`src/rtl/core_pkg.sv`:
```
// widths, reset values and encodings for the pipeline core
// decoded control struct shared by decoder and stage registers
package core_pkg;

  // ====================
  // sizes
  // ====================
  localparam int xlen       = 32;
  localparam int reg_addr_w = 5;
  localparam int reg_count  = 32;

  localparam logic [xlen-1:0] pc_step  = 32'd4;
  localparam logic [xlen-1:0] reset_pc = 32'h0000_0000;

  // ====================
  // encodings
  // ====================
  // major opcodes of the kept RV32I subset
  typedef enum logic [6:0] {
    op_reg    = 7'b0110011,
    op_imm    = 7'b0010011,
    op_load   = 7'b0000011,
    op_store  = 7'b0100011,
    op_branch = 7'b1100011,
    op_jal    = 7'b1101111,
    op_lui    = 7'b0110111
  } opcode_e;

  // alu_add must stay zero so a bubble decodes to add
  typedef enum logic [3:0] {
    alu_add = 4'd0,
    alu_sub = 4'd1,
    alu_and = 4'd2,
    alu_or  = 4'd3,
    alu_xor = 4'd4,
    alu_slt = 4'd5,
    alu_sll = 4'd6,
    alu_srl = 4'd7
  } alu_op_e;

  typedef enum logic [1:0] {wb_alu, wb_mem, wb_pc4, wb_imm} wb_sel_e;

  typedef enum logic [1:0] {fwd_reg, fwd_mem, fwd_wb} fwd_sel_e;

  typedef enum logic [1:0] {ctl_push, ctl_hold, ctl_flush} stage_ctl_e;

  // decoded control, all zero is a bubble
  typedef struct packed {
    logic    reg_write;
    logic    mem_en;
    logic    mem_write;
    logic    alu_imm;
    alu_op_e alu_op;
    wb_sel_e wb_sel;
    logic    branch;
    logic    branch_ne;
    logic    jump;
  } ctrl_t;

endpackage

```
`src/rtl/hazard_if.sv`:
```
// pipeline to hazard unit signals
// register addresses and write flags in, forward selects and stage actions out
`timescale 1ns/1ps

interface hazard_if;

  logic [core_pkg::reg_addr_w-1:0] rs1_id, rs2_id, rs1_ex, rs2_ex;
  logic [core_pkg::reg_addr_w-1:0] rd_ex, rd_mem, rd_wb;
  logic                            wr_ex, wr_mem, wr_wb;
  logic                            load_ex, load_mem;
  logic                            branch_id, redirect, stall;

  core_pkg::fwd_sel_e   fwd_a_id, fwd_b_id, fwd_a_ex, fwd_b_ex;
  core_pkg::stage_ctl_e ctl_ifid, ctl_idex, ctl_exmem, ctl_memwb;
  logic                 pc_hold;

  modport pipe (
    output rs1_id, rs2_id, rs1_ex, rs2_ex, rd_ex, rd_mem, rd_wb,
    output wr_ex, wr_mem, wr_wb, load_ex, load_mem, branch_id, redirect, stall,
    input  fwd_a_id, fwd_b_id, fwd_a_ex, fwd_b_ex,
    input  ctl_ifid, ctl_idex, ctl_exmem, ctl_memwb, pc_hold
  );

  modport unit (
    input  rs1_id, rs2_id, rs1_ex, rs2_ex, rd_ex, rd_mem, rd_wb,
    input  wr_ex, wr_mem, wr_wb, load_ex, load_mem, branch_id, redirect, stall,
    output fwd_a_id, fwd_b_id, fwd_a_ex, fwd_b_ex,
    output ctl_ifid, ctl_idex, ctl_exmem, ctl_memwb, pc_hold
  );

endinterface

```
`src/rtl/decoder.sv`:
```
// instruction decoder for the kept RV32I subset
// register fields, sign-extended immediate and control struct
`timescale 1ns/1ps

module decoder (
  input  logic [core_pkg::xlen-1:0]       instr,
  output logic [core_pkg::reg_addr_w-1:0] rs1,
  output logic [core_pkg::reg_addr_w-1:0] rs2,
  output logic [core_pkg::reg_addr_w-1:0] rd,
  output logic [core_pkg::xlen-1:0]       imm,
  output core_pkg::ctrl_t                 ctrl
);

  core_pkg::opcode_e opcode;
  core_pkg::ctrl_t   dec;
  logic [2:0]        funct3;
  logic [6:0]        funct7;
  logic              valid;
  logic              use_rs1;
  logic              use_rs2;

  assign opcode = core_pkg::opcode_e'(instr[6:0]);
  assign funct3 = instr[14:12];
  assign funct7 = instr[31:25];

  // immediate by format, I-type otherwise
  always_comb begin
    case (opcode)
      core_pkg::op_store:  imm = {{20{instr[31]}}, instr[31:25], instr[11:7]};
      core_pkg::op_branch: imm = {{19{instr[31]}}, instr[31], instr[7], instr[30:25],
                                  instr[11:8], 1'b0};
      core_pkg::op_jal:    imm = {{11{instr[31]}}, instr[31], instr[19:12], instr[20],
                                  instr[30:21], 1'b0};
      core_pkg::op_lui:    imm = {instr[31:12], 12'h000};
      default:             imm = {{20{instr[31]}}, instr[31:20]};
    endcase
  end

  always_comb begin
    dec     = '0;
    valid   = 1'b1;
    use_rs1 = 1'b0;
    use_rs2 = 1'b0;
    case (opcode)
      core_pkg::op_reg: begin
        use_rs1       = 1'b1;
        use_rs2       = 1'b1;
        dec.reg_write = 1'b1;
        case ({funct7, funct3})
          {7'h00, 3'b000}: dec.alu_op = core_pkg::alu_add;
          {7'h20, 3'b000}: dec.alu_op = core_pkg::alu_sub;
          {7'h00, 3'b111}: dec.alu_op = core_pkg::alu_and;
          {7'h00, 3'b110}: dec.alu_op = core_pkg::alu_or;
          {7'h00, 3'b100}: dec.alu_op = core_pkg::alu_xor;
          {7'h00, 3'b010}: dec.alu_op = core_pkg::alu_slt;
          {7'h00, 3'b001}: dec.alu_op = core_pkg::alu_sll;
          {7'h00, 3'b101}: dec.alu_op = core_pkg::alu_srl;
          default:         valid      = 1'b0;
        endcase
      end
      core_pkg::op_imm: begin
        use_rs1       = 1'b1;
        dec.reg_write = 1'b1;
        dec.alu_imm   = 1'b1;
        case (funct3)
          3'b000:  dec.alu_op = core_pkg::alu_add;
          3'b111:  dec.alu_op = core_pkg::alu_and;
          3'b110:  dec.alu_op = core_pkg::alu_or;
          3'b100:  dec.alu_op = core_pkg::alu_xor;
          3'b010:  dec.alu_op = core_pkg::alu_slt;
          default: valid      = 1'b0;
        endcase
      end
      core_pkg::op_load: begin
        valid         = (funct3 == 3'b010);
        use_rs1       = 1'b1;
        dec.reg_write = 1'b1;
        dec.mem_en    = 1'b1;
        dec.alu_imm   = 1'b1;
        dec.wb_sel    = core_pkg::wb_mem;
      end
      core_pkg::op_store: begin
        valid         = (funct3 == 3'b010);
        use_rs1       = 1'b1;
        use_rs2       = 1'b1;
        dec.mem_en    = 1'b1;
        dec.mem_write = 1'b1;
        dec.alu_imm   = 1'b1;
      end
      core_pkg::op_branch: begin
        // beq and bne only
        valid         = (funct3[2:1] == 2'b00);
        use_rs1       = 1'b1;
        use_rs2       = 1'b1;
        dec.branch    = 1'b1;
        dec.branch_ne = funct3[0];
      end
      core_pkg::op_jal: begin
        dec.reg_write = 1'b1;
        dec.jump      = 1'b1;
        dec.wb_sel    = core_pkg::wb_pc4;
      end
      core_pkg::op_lui: begin
        dec.reg_write = 1'b1;
        dec.wb_sel    = core_pkg::wb_imm;
      end
      default: valid = 1'b0;
    endcase
  end

  // unused fields read as x0 so they never raise a false hazard
  assign ctrl = valid ? dec : '0;
  assign rs1  = (valid && use_rs1) ? instr[19:15] : '0;
  assign rs2  = (valid && use_rs2) ? instr[24:20] : '0;
  assign rd   = (valid && dec.reg_write) ? instr[11:7] : '0;

endmodule

```
`src/rtl/regfile.sv`:
```
// 32-entry integer register file, x0 reads as zero
// two read ports with write-through, one write port
`timescale 1ns/1ps

module regfile (
  input  logic                            clk,
  input  logic                            rst,
  input  logic                            wr_en,
  input  logic [core_pkg::reg_addr_w-1:0] wr_addr,
  input  logic [core_pkg::xlen-1:0]       wr_data,
  input  logic [core_pkg::reg_addr_w-1:0] rd_addr1,
  input  logic [core_pkg::reg_addr_w-1:0] rd_addr2,
  output logic [core_pkg::xlen-1:0]       rd_data1,
  output logic [core_pkg::xlen-1:0]       rd_data2
);

  logic [core_pkg::xlen-1:0] regs [core_pkg::reg_count];
  logic                      wr_live;

  assign wr_live = wr_en && (wr_addr != '0);

  always_ff @(posedge clk) begin
    if (rst) begin
      for (int i = 0; i < core_pkg::reg_count; i++) begin
        regs[i] <= '0;
      end
    end else if (wr_live) begin
      regs[wr_addr] <= wr_data;
    end
  end

  // same-cycle write bypass
  assign rd_data1 = (wr_live && wr_addr == rd_addr1) ? wr_data : regs[rd_addr1];
  assign rd_data2 = (wr_live && wr_addr == rd_addr2) ? wr_data : regs[rd_addr2];

endmodule

```
`src/rtl/alu.sv`:
```
// integer ALU for the kept operations
`timescale 1ns/1ps

module alu (
  input  core_pkg::alu_op_e         op,
  input  logic [core_pkg::xlen-1:0] a,
  input  logic [core_pkg::xlen-1:0] b,
  output logic [core_pkg::xlen-1:0] y
);

  logic [4:0] shamt;
  logic       less;

  assign shamt = b[4:0];
  // signed compare for slt and slti
  assign less  = $signed(a) < $signed(b);

  always_comb begin
    case (op)
      core_pkg::alu_add: y = a + b;
      core_pkg::alu_sub: y = a - b;
      core_pkg::alu_and: y = a & b;
      core_pkg::alu_or:  y = a | b;
      core_pkg::alu_xor: y = a ^ b;
      core_pkg::alu_slt: y = {{(core_pkg::xlen-1){1'b0}}, less};
      core_pkg::alu_sll: y = a << shamt;
      core_pkg::alu_srl: y = a >> shamt;
      default:           y = a + b;
    endcase
  end

endmodule

```
`src/rtl/hazard_unit.sv`:
```
// forwarding selects, load-use and branch bubbles
// per-stage push/hold/flush actions and pc hold
`timescale 1ns/1ps

module hazard_unit (
  input logic    rst,
  hazard_if.unit hz
);

  logic load_use;
  logic branch_dep;
  logic bubble;
  logic taken;

  // nonzero destination being written that matches the source
  function automatic logic hit(
    input logic [core_pkg::reg_addr_w-1:0] src,
    input logic [core_pkg::reg_addr_w-1:0] dst,
    input logic                            en
  );
    return en && (dst != '0) && (src == dst);
  endfunction

  // memory stage wins over writeback, being the younger result
  function automatic core_pkg::fwd_sel_e pick(
    input logic [core_pkg::reg_addr_w-1:0] src,
    input logic [core_pkg::reg_addr_w-1:0] rd_mem,
    input logic                            wr_mem,
    input logic [core_pkg::reg_addr_w-1:0] rd_wb,
    input logic                            wr_wb
  );
    if (hit(src, rd_mem, wr_mem)) begin
      return core_pkg::fwd_mem;
    end
    if (hit(src, rd_wb, wr_wb)) begin
      return core_pkg::fwd_wb;
    end
    return core_pkg::fwd_reg;
  endfunction

  assign hz.fwd_a_id = pick(hz.rs1_id, hz.rd_mem, hz.wr_mem, hz.rd_wb, hz.wr_wb);
  assign hz.fwd_b_id = pick(hz.rs2_id, hz.rd_mem, hz.wr_mem, hz.rd_wb, hz.wr_wb);
  assign hz.fwd_a_ex = pick(hz.rs1_ex, hz.rd_mem, hz.wr_mem, hz.rd_wb, hz.wr_wb);
  assign hz.fwd_b_ex = pick(hz.rs2_ex, hz.rd_mem, hz.wr_mem, hz.rd_wb, hz.wr_wb);

  assign load_use = hit(hz.rs1_id, hz.rd_ex, hz.load_ex) ||
                    hit(hz.rs2_id, hz.rd_ex, hz.load_ex);

  // compare in decode needs results not yet forwardable
  assign branch_dep = hz.branch_id &&
                      (hit(hz.rs1_id, hz.rd_ex, hz.wr_ex) ||
                       hit(hz.rs2_id, hz.rd_ex, hz.wr_ex) ||
                       hit(hz.rs1_id, hz.rd_mem, hz.load_mem) ||
                       hit(hz.rs2_id, hz.rd_mem, hz.load_mem));

  assign bubble = load_use || branch_dep;
  // a redirect counts only once its operands are valid
  assign taken  = hz.redirect && !bubble;

  always_comb begin
    hz.ctl_ifid  = core_pkg::ctl_push;
    hz.ctl_idex  = core_pkg::ctl_push;
    hz.ctl_exmem = core_pkg::ctl_push;
    hz.ctl_memwb = core_pkg::ctl_push;
    hz.pc_hold   = 1'b0;
    if (rst) begin
      hz.ctl_ifid  = core_pkg::ctl_flush;
      hz.ctl_idex  = core_pkg::ctl_flush;
      hz.ctl_exmem = core_pkg::ctl_flush;
      hz.ctl_memwb = core_pkg::ctl_flush;
    end else if (hz.stall) begin
      hz.ctl_ifid  = core_pkg::ctl_hold;
      hz.ctl_idex  = core_pkg::ctl_hold;
      hz.ctl_exmem = core_pkg::ctl_hold;
      hz.ctl_memwb = core_pkg::ctl_hold;
      hz.pc_hold   = 1'b1;
    end else if (taken) begin
      hz.ctl_ifid = core_pkg::ctl_flush;
    end else if (bubble) begin
      hz.ctl_ifid = core_pkg::ctl_hold;
      hz.ctl_idex = core_pkg::ctl_flush;
      hz.pc_hold  = 1'b1;
    end
  end

endmodule

```
`src/rtl/core.sv`:
```
// five-stage in-order RV32I pipeline core
// PC, stage registers, operand forwarding, branch resolution in decode
// writeback select and the memory-side ports
`timescale 1ns/1ps

module core (
  input  logic                      clk,
  input  logic                      rst,
  input  logic                      stall,
  input  logic [core_pkg::xlen-1:0] im_data,
  input  logic [core_pkg::xlen-1:0] dm_rdata,
  output logic [core_pkg::xlen-1:0] im_addr,
  output logic                      dm_en,
  output logic                      dm_write,
  output logic [core_pkg::xlen-1:0] dm_addr,
  output logic [core_pkg::xlen-1:0] dm_wdata
);

  hazard_if hz ();

  logic [core_pkg::xlen-1:0]       pc;
  // decode
  logic [core_pkg::xlen-1:0]       instr_id, pc_id, imm_id, rf_a, rf_b, opa_id, opb_id;
  logic [core_pkg::xlen-1:0]       target;
  logic [core_pkg::reg_addr_w-1:0] rs1_id, rs2_id, rd_id;
  core_pkg::ctrl_t                 ctrl_id;
  logic                            taken;
  // execute
  logic [core_pkg::xlen-1:0]       opa_ex, opb_ex, imm_ex, pc4_ex;
  logic [core_pkg::xlen-1:0]       opa_fw, opb_fw, alu_b, alu_y;
  logic [core_pkg::reg_addr_w-1:0] rs1_ex, rs2_ex, rd_ex;
  core_pkg::ctrl_t                 ctrl_ex;
  // memory
  logic [core_pkg::xlen-1:0]       alu_mem, store_mem, imm_mem, pc4_mem, mem_val;
  logic [core_pkg::reg_addr_w-1:0] rd_mem;
  core_pkg::ctrl_t                 ctrl_mem;
  // writeback
  logic [core_pkg::xlen-1:0]       res_wb, load_wb, wb_val;
  logic [core_pkg::reg_addr_w-1:0] rd_wb;
  core_pkg::ctrl_t                 ctrl_wb;

  function automatic logic [core_pkg::xlen-1:0] fwd_pick(
    input core_pkg::fwd_sel_e        sel,
    input logic [core_pkg::xlen-1:0] from_reg,
    input logic [core_pkg::xlen-1:0] from_mem,
    input logic [core_pkg::xlen-1:0] from_wb
  );
    case (sel)
      core_pkg::fwd_mem: return from_mem;
      core_pkg::fwd_wb:  return from_wb;
      default:           return from_reg;
    endcase
  endfunction

  // control half of a stage register
  function automatic core_pkg::ctrl_t next_ctrl(
    input core_pkg::stage_ctl_e ctl,
    input core_pkg::ctrl_t      cur,
    input core_pkg::ctrl_t      nxt
  );
    case (ctl)
      core_pkg::ctl_flush: return '0;
      core_pkg::ctl_hold:  return cur;
      default:             return nxt;
    endcase
  endfunction

  // ====================
  // fetch
  // ====================
  always_ff @(posedge clk) begin
    if (rst) begin
      pc <= core_pkg::reset_pc;
    end else if (!hz.pc_hold) begin
      pc <= taken ? target : pc + core_pkg::pc_step;
    end
  end

  assign im_addr = pc;

  // a zero word decodes as a bubble
  always_ff @(posedge clk) begin
    case (hz.ctl_ifid)
      core_pkg::ctl_flush: instr_id <= '0;
      core_pkg::ctl_push:  instr_id <= im_data;
      default:             instr_id <= instr_id;
    endcase
    if (hz.ctl_ifid != core_pkg::ctl_hold) begin
      pc_id <= pc;
    end
  end

  // ====================
  // decode
  // ====================
  decoder u_decoder (
    .instr (instr_id),
    .rs1   (rs1_id),
    .rs2   (rs2_id),
    .rd    (rd_id),
    .imm   (imm_id),
    .ctrl  (ctrl_id)
  );

  regfile u_regfile (
    .clk      (clk),
    .rst      (rst),
    .wr_en    (ctrl_wb.reg_write),
    .wr_addr  (rd_wb),
    .wr_data  (wb_val),
    .rd_addr1 (rs1_id),
    .rd_addr2 (rs2_id),
    .rd_data1 (rf_a),
    .rd_data2 (rf_b)
  );

  // writeback results reach decode through the register file bypass
  assign opa_id = (hz.fwd_a_id == core_pkg::fwd_mem) ? mem_val : rf_a;
  assign opb_id = (hz.fwd_b_id == core_pkg::fwd_mem) ? mem_val : rf_b;

  // beq/bne compare and jal, both targets are pc relative
  assign taken  = ctrl_id.jump ||
                  (ctrl_id.branch && ((opa_id == opb_id) ^ ctrl_id.branch_ne));
  assign target = pc_id + imm_id;

  always_ff @(posedge clk) begin
    ctrl_ex <= next_ctrl(hz.ctl_idex, ctrl_ex, ctrl_id);
    if (hz.ctl_idex != core_pkg::ctl_hold) begin
      rs1_ex <= rs1_id;
      rs2_ex <= rs2_id;
      rd_ex  <= rd_id;
      opa_ex <= opa_id;
      opb_ex <= opb_id;
      imm_ex <= imm_id;
      pc4_ex <= pc_id + core_pkg::pc_step;
    end
  end

  // ====================
  // execute
  // ====================
  assign opa_fw = fwd_pick(hz.fwd_a_ex, opa_ex, mem_val, wb_val);
  assign opb_fw = fwd_pick(hz.fwd_b_ex, opb_ex, mem_val, wb_val);
  assign alu_b  = ctrl_ex.alu_imm ? imm_ex : opb_fw;

  alu u_alu (
    .op (ctrl_ex.alu_op),
    .a  (opa_fw),
    .b  (alu_b),
    .y  (alu_y)
  );

  always_ff @(posedge clk) begin
    ctrl_mem <= next_ctrl(hz.ctl_exmem, ctrl_mem, ctrl_ex);
    if (hz.ctl_exmem != core_pkg::ctl_hold) begin
      rd_mem    <= rd_ex;
      alu_mem   <= alu_y;
      store_mem <= opb_fw;
      imm_mem   <= imm_ex;
      pc4_mem   <= pc4_ex;
    end
  end

  // ====================
  // memory
  // ====================
  // load data is not forwarded from here, the hazard unit bubbles instead
  always_comb begin
    case (ctrl_mem.wb_sel)
      core_pkg::wb_pc4: mem_val = pc4_mem;
      core_pkg::wb_imm: mem_val = imm_mem;
      default:          mem_val = alu_mem;
    endcase
  end

  assign dm_en    = ctrl_mem.mem_en;
  assign dm_write = ctrl_mem.mem_write;
  assign dm_addr  = alu_mem;
  assign dm_wdata = store_mem;

  always_ff @(posedge clk) begin
    ctrl_wb <= next_ctrl(hz.ctl_memwb, ctrl_wb, ctrl_mem);
    if (hz.ctl_memwb != core_pkg::ctl_hold) begin
      rd_wb   <= rd_mem;
      res_wb  <= mem_val;
      load_wb <= dm_rdata;
    end
  end

  // ====================
  // writeback
  // ====================
  assign wb_val = (ctrl_wb.wb_sel == core_pkg::wb_mem) ? load_wb : res_wb;

  // hazard unit hookup
  assign hz.rs1_id    = rs1_id;
  assign hz.rs2_id    = rs2_id;
  assign hz.rs1_ex    = rs1_ex;
  assign hz.rs2_ex    = rs2_ex;
  assign hz.rd_ex     = rd_ex;
  assign hz.rd_mem    = rd_mem;
  assign hz.rd_wb     = rd_wb;
  assign hz.wr_ex     = ctrl_ex.reg_write;
  assign hz.wr_mem    = ctrl_mem.reg_write;
  assign hz.wr_wb     = ctrl_wb.reg_write;
  assign hz.load_ex   = ctrl_ex.mem_en && !ctrl_ex.mem_write;
  assign hz.load_mem  = ctrl_mem.mem_en && !ctrl_mem.mem_write;
  assign hz.branch_id = ctrl_id.branch || ctrl_id.jump;
  assign hz.redirect  = taken;
  assign hz.stall     = stall;

  hazard_unit u_hazard (
    .rst (rst),
    .hz  (hz.unit)
  );

endmodule

```
`config.mk`:
```
export PLATFORM = sky130hd
export DESIGN_NAME = core
export DESIGN_NICKNAME = d
export VERILOG_FILES = /design/src/rtl/core_pkg.sv /design/src/rtl/hazard_if.sv /design/src/rtl/decoder.sv /design/src/rtl/regfile.sv /design/src/rtl/alu.sv /design/src/rtl/hazard_unit.sv /design/src/rtl/core.sv
export SDC_FILE = /design/constraint.sdc
export NUM_CORES = 2
export LEC_CHECK = 0
export ABC_CLOCK_PERIOD_IN_PS = 16900
export BUFFER_PORTS_ARGS = -buffer_cell sky130_fd_sc_hd__buf_2
export CAP_MARGIN = 5
export CORE_MARGIN = 1.5
export CORE_UTILIZATION = 35
export CTS_CLUSTER_DIAMETER = 120
export DETAILED_ROUTE_END_ITERATION = 7
export PLACE_DENSITY = 0.57
export SLEW_MARGIN = 5
export SYNTH_ARGS = -nofsm -noshare
export SYNTH_HDL_FRONTEND = slang
export SYNTH_SLANG_ARGS = --single-unit
```
`constraint.sdc`:
```
create_clock -name clk -period 16.9 [get_ports clk]
set_clock_uncertainty 0.2 [all_clocks]
set_input_delay 3.38 -clock clk [delete_from_list [all_inputs] [get_ports clk]]
set_output_delay 3.38 -clock clk [all_outputs]
set_load 0.01 [all_outputs]
```
== Yosys cells after proc, flatten, opt, wreduce, memory -nomap -nowiden ==
Memory sizes are Yosys's and may differ from the RTL's.
Cells that the tools add are included.

* Register bits after elaboration: 470
* Memory bits (writable): 1024
* Input bits: 67
* Word-level logic and storage cells: 246
* Memories: 1

{| class="wikitable"
|+ Memories
! name !! words !! width !! read ports !! clocked after memory_dff !! write ports !! line !! text
|-
| u_regfile.regs || 32 || 32 || 2 || 0 || 32 || regfile.sv:17 || <nowiki>logic [core_pkg::xlen-1:0] regs [core_pkg::reg_count];</nowiki>
|}

* $add $sub $neg: 5
* Magnitude comparators: 1
* Equality and inequality tests: 55
* Shifts and indexed selects: 2
* Mux-type cells: 84
* Bitwise logic cells: 4
* Reductions and logical operators: 56

{| class="wikitable"
|+ Operators by type and width
! operator !! count
|-
| 2-to-1 mux 32 bit || 8
|-
| case mux 32 bit (2 select lines) || 4
|-
| case mux 32 bit (7 select lines) || 1
|-
| case mux 31 bit (4 select lines) || 1
|-
| case mux 13 bit (2 select lines) || 3
|-
| adder 32 x 3 -> 32 bit, second input constant || 2
|-
| adder 32 bit || 2
|-
| equality test 5 bit || 12
|-
| 2-to-1 mux 2 bit || 25
|-
| equality test 10 x 3 -> 1 bit, second input constant || 4
|-
| 2-to-1 mux 1 bit || 33
|-
| bitwise AND 32 bit || 1
|-
| equality test 32 bit || 1
|-
| less-than comparator 32 bit || 1
|-
| bitwise OR 32 bit || 1
|-
| OR reduction 32 bit || 1
|-
| << shifter 32 x 5 -> 32 bit || 1
|-
| right shift 32 x 5 -> 32 bit || 1
|-
| subtractor 32 bit || 1
|-
| bitwise XOR 32 bit || 1
|-
| logical AND 1 bit || 29
|-
| equality test 7 x 6 -> 1 bit, second input constant || 3
|-
| case mux 3 bit (7 select lines) || 1
|-
| equality test 4 x 3 -> 1 bit, second input constant || 4
|-
| 31 further kinds || 66
|}

== Depth between registers and ports, before layout ==
* Depth in word-level cells: 24
* Depth in mapped cells: 34

== Hierarchy ==
From an unflattened synthesis, not the netlist that was laid out.

* Cells, all modules: 6827
* Area total of the unflattened synthesis: 87398.8 µm²

{| class="wikitable"
|+ By module, submodules not included
! module !! times used !! cells each !! area an instance (µm²) !! sequential area each (µm²)
|-
| regfile || 1 || 3494 || 54133.2 || 30749.5
|-
| core || 1 || 1890 || 22694.3 || 13462.9
|-
| alu || 1 || 1187 || 8704.6 || 0.0
|-
| decoder || 1 || 151 || 1054.8 || 0.0
|-
| hazard_unit || 1 || 105 || 812.0 || 0.0
|}

== Least setup slack after synthesis ==
OpenSTA, ideal clock, no wires.

* Path kind: input-to-reg
* From: input rst
* To: register ctrl_ex[10] in the netlist's numbering (enable)
* Setup time: 2.643 ns
* Data arrival time: 10.133 ns
* Required time: 14.057 ns
* Slack: 3.923 ns
* Cell stages on the path: 5
* Buffers on the path: 3
* Cells stage by stage: clkbuf_1 clkinv_1 clkbuf_1 clkbuf_1 nand2_1

* Longest elaborated chain between the ends: 2

{| class="wikitable"
|+ Ends and longest elaborated chain
! item !! line !! text
|-
| from (decl) || core.sv:8 || <nowiki>input logic rst,</nowiki>
|-
| 2-to-1 mux 2 bit || hazard_unit.sv:66 || <nowiki>if (rst) begin</nowiki>
|-
| equality test 2 x 1 -> 1 bit || core.sv:61 || <nowiki>case (ctl)</nowiki>
|-
| to (signal assigned) || core.sv:127 || <nowiki>ctrl_ex <= next_ctrl(hz.ctl_idex, ctrl_ex, ctrl_id);</nowiki>
|-
| to (decl) || core.sv:32 || <nowiki>core_pkg::ctrl_t ctrl_ex;</nowiki>
|}

Every way passes these cells.
A chain may end at the register's enable or synchronous reset.

== Worst setup path after layout ==
* From: register instr_id[4] in the netlist's numbering
* To: register pc (netlist bit im_addr[29])

* Longest elaborated chain between the ends: 21
* Elaborated cells on any way between the ends: 80
* Classes of those cells: add/sub: 1; eq/ne: 18; mux: 30; bitwise: 1; reduce/logical: 29; memory: 1

{| class="wikitable"
|+ Ends and longest elaborated chain
! item !! line !! text
|-
| from (decl) || core.sv:23 || <nowiki>logic [core_pkg::xlen-1:0] instr_id, pc_id, imm_id, rf_a, rf_b, opa_id, opb_id;</nowiki>
|-
| from (signal assigned) || core.sv:85 || <nowiki>core_pkg::ctl_push: instr_id <= im_data;</nowiki>
|-
| from (signal assigned) || core.sv:86 || <nowiki>default: instr_id <= instr_id;</nowiki>
|-
| equality test 7 x 6 -> 1 bit, or another cell as far along || decoder.sv:44 || <nowiki>case (opcode)</nowiki>
|-
| OR reduction 2 bit (no line) / OR reduction 5 bit (equally long branches) || - ||
|-
| case mux 1 bit (5 select lines) / 2-to-1 mux 1 bit (equally long branches) || decoder.sv:44 ||
|-
| logical AND 1 bit (*) || decoder.sv:113 || <nowiki>assign rs1 = (valid && use_rs1) ? instr[19:15] : '0;</nowiki>
|-
| 2-to-1 mux 5 bit (*) || decoder.sv:113 ||
|-
| equality test 5 bit || regfile.sv:33, hazard_unit.sv:21 ||
|-
| logical AND 1 bit || regfile.sv:33, hazard_unit.sv:21 ||
|-
| 2-to-1 mux 1 bit (2 in a row) || hazard_unit.sv:35 || <nowiki>if (hit(src, rd_wb, wr_wb)) begin</nowiki>
|-
| (+4 left out) || - ||
|-
| net opa_id, one bit || core.sv:23 ||
|-
| equality test 32 bit (*) || core.sv:123 || <nowiki>(ctrl_id.branch && ((opa_id == opb_id) ^ ctrl_id.branch_ne));</nowiki>
|-
| bitwise XOR 1 bit (*) || core.sv:123 ||
|-
| logical AND 1 bit (*) || core.sv:123 ||
|-
| logical OR 1 bit (*) || core.sv:122 || <nowiki>assign taken = ctrl_id.jump ||</nowiki>
|-
| logical AND 1 bit || hazard_unit.sv:58 || <nowiki>assign taken = hz.redirect && !bubble;</nowiki>
|-
| 2-to-1 mux 1 bit || hazard_unit.sv:77 || <nowiki>end else if (taken) begin</nowiki>
|-
| 2-to-1 mux 1 bit || hazard_unit.sv:71 || <nowiki>end else if (hz.stall) begin</nowiki>
|-
| 2-to-1 mux 1 bit || hazard_unit.sv:66 ||
|-
| to (signal assigned) || core.sv:73 || <nowiki>pc <= core_pkg::reset_pc;</nowiki>
|-
| to (signal assigned) || core.sv:75 || <nowiki>pc <= taken ? target : pc + core_pkg::pc_step;</nowiki>
|-
| to (decl) || core.sv:21 || <nowiki>logic [core_pkg::xlen-1:0] pc;</nowiki>
|}

Mark *: on every way through the listed nets, which the timed path passes. The rest lies on a longest branch. The select of a mux whose other input is x is not followed.

==> metrics.txt <==
initial antenna violation count=26; switching power=3.27 mW; core footprint=0.237 sq mm; grt ovf=0; setup-violating endpoint count in the final report=0; drt initial violations=12400; Setup Crit Path Kind=register to register; post-synthesis instance total=8176; uppermost layer routed=met5; Seq/Total Area, Yosys=53.0%; commonest non-fill, non-tap cell in the layout=edfxtp_1; metal3 WL=53200 um; max reg flops=1024; WL met2=172000 um; Port Buffer Count=164; Pre-antenna DRT Iters=7; Post-synth EDFFs=1450; crit-path max FO=101; fmax=0.102 GHz; vias post-DR=74000; # rows=179; dpl hpwl=266000 um; Crit path required time=17.45 ns; largest net degree at the start of global routing=174; first-pass GRT wire length=549000 um; gpl congestion=1.00; Yosys Warn Count=0; PwrDens=108 mW/mm^2; Sw Share=32.1%; Synth Flop Type=edfxtp_1; Post-Synthesis Cell Area=0.0834 sq mm; H-tree lvl count=4; CTS Root Cell=clkbuf_16; most frequent CP cell=buf_4; Clk pwr share=36.6%; Tot Pwr=10.2 mW; Avg Inst Size Synth=10.2 sq um; area of the multi-input gates=0.0363 sq mm; Antenna Nets Post-Route=0; crit-path max cell delay=0.90 ns; worst skew pair latency=0.88 ns; CTS Hold Bufs=0; Tcrit/Tclk final=58.1%; leakage power=34.1 nW; Clock transition at path regs=0.06 ns; crit-path cells=or3b_1 -> a21oi_2 -> or3_1 -> buf_4 -> o21ai_4 -> buf_4 -> buf_12 -> buf_4 -> a221oi_1 -> or4_1 -> o211a_1 -> o22ai_1 -> o31a_1 -> xor2_1 -> nor4_1 -> nand4b_1 -> nor3_2 -> mux2i_1 -> nor2_4 -> buf_4 -> mux2_2 -> o21a_1; Worst setup SP type=register; Comb pwr share=19.3%; Pint=6.93 mW; post-CTS setup buffers=0; Final nets=8337; vias in the first global route=68500; share of cells above drive strength 1=12.0%; Starting Density=35.1%; area delta synth->final=12.7%; most frequent cells in the layout=edfxtp_1 (1450), nor2_1 (1355), nand2_1 (724); CP Capture Type=register; status=finished clean; synth unique cells=105; Final min period=9.81 ns; slowest cell on the critical path=nor3_2; Die Area=0.241 sq mm; register area=0.0442 sq mm; fin cells=11500; FILL cells=23000; final WL=403000 um; Post-Place Cells=11100; CTS Buf Count=168; DR DRC count=0; Chip Width=491 um; unrepaired setup endpoints after global routing=no; most flop-heavy register=u_regfile.regs; Die Ht=491 um; TritonCTS clock tree=built; maximum root-to-sink buffer count=3; clock sinks=1482; post-synthesis async set-or-reset flop share=0%; drt wl/cell=35.2 um; io pins=165; Slew HR=5.76%; VDD IR max=126 uV; hold crit path type=register to register; # resized after CTS=0; metal1 wirelength=147000 um; Layout Utilization=39.6%; synthesis-stage register bit count=1482; part of the power in registers=44.0%; arrival time worst endpoint=10.36 ns; setup_tns=0 ns; Slew @ Worst Pin=1.40 ns; Final Hold Vio Count=0; Max Cap Viol=0; Slew Limit Fails=0; Via density=6.46; gr usage total=32.1%
[synthesized netlist by cell type (38+ instances only)]
cell	instances	area share [%]
edfxtp_1	1450	52
nor2_1	1363	6.1
nand2_1	757	3.4
mux2i_1	461	5.5
clkbuf_1	454	2.0
o21ai_0	412	2.5
a21oi_1	318	1.9
a221oi_1	214	2.2
a211oi_1	189	1.7
nand3_1	182	1.1
o22ai_1	171	1.3
buf_2	162	0.97
inv_1	152	0.68
ha_1	130	1.9
nor3_1	122	0.73
a31oi_1	119	0.89
nor2b_1	103	0.77
xnor2_1	102	1.1
o211ai_1	84	0.76
buf_1	81	0.36
o221ai_1	75	0.79
and3_1	69	0.52
a21o_1	52	0.47
or3_1	47	0.35
nand4_1	46	0.34
a221o_1	44	0.53
xor2_1	43	0.45
mux2_2	41	0.55
a22oi_1	38	0.34
[final timing paths]
path                                   from     endpoint  cells after the start  slack [ns]
worst max-delay path            instr_id[4]  im_addr[29]                     22        7.09
worst min-delay path             pc4_ex[13]  pc4_mem[13]                      0        0.22
worst max register to register  instr_id[4]  im_addr[29]                     22        7.09
worst min register to register   pc4_ex[13]  pc4_mem[13]                      0        0.22
[power groups by stage]
stage | sequential, mW | clock (mW) | combinational (mW)
2_1_floorplan | 4.47 | 0 | 1.07
3_3_place_gp | 4.56 | 0 | 1.89
3_5_place_dp | 4.56 | 0 | 1.90
4_1_cts | 4.48 | 3.74 | 1.90
5_1_grt | 4.50 | 3.88 | 2.04
6_report | 4.49 | 3.73 | 1.97
[per-layer routing]
metal	global-route usage, %	vias up
li1	-	30500
met1	40.1	36300
met2	47.6	5817
met3	10.0	1312
met4	20.7	26
met5	1.39	-
[worst max-delay path, delay by kind of cell (launching register included)]
kind / cells / cell delay, ns
AND/OR/NAND/NOR: 7 / 3.21
buffers and inverters: 5 / 2.61
AO/OA/AOI/OAI: 7 / 1.89
multiplexers: 2 / 0.75
flip-flops: 1 / 0.59
XOR/XNOR: 1 / 0.09
[layout make-up]
class | count | share of cell area (%)
clock buffer | 205 | 4.70
tap | 3167 | 4.21
multi-input combinational | 5819 | 38.6
inverter | 165 | 0.680
timing repair buffer | 501 | 3.70
sequential | 1482 | 47.0
clock inverter | 105 | 1.13
antenna | 7 | 0.0186
[stage by stage]
stage,setup slack [ns],hold WS (ns),cell area [sq um]
after floorplan,3.92,0.200,83500
after global placement,7.62,0.203,88600
after detailed placement,7.45,0.205,88600
after CTS,7.48,0.216,94000
after global routing,7.01,0.223,94000
final,7.09,0.215,94100
[logic make-up (layout without fill, tap and decap cells)]
group / Yosys count / in the layout / synth area share (%)
compound gates: 2103 / 2103 / 17.4
buf+inv: 906 / 976 / 4.56
other cells: 1 / 39 / 0.00449
mux: 515 / 515 / 6.44
flops: 1482 / 1482 / 53.0
fa+ha+maj: 134 / 134 / 2.03
simple gates: 2890 / 2890 / 15.1
xor+xnor: 145 / 145 / 1.52
Power figures use the tool's default switching activity.
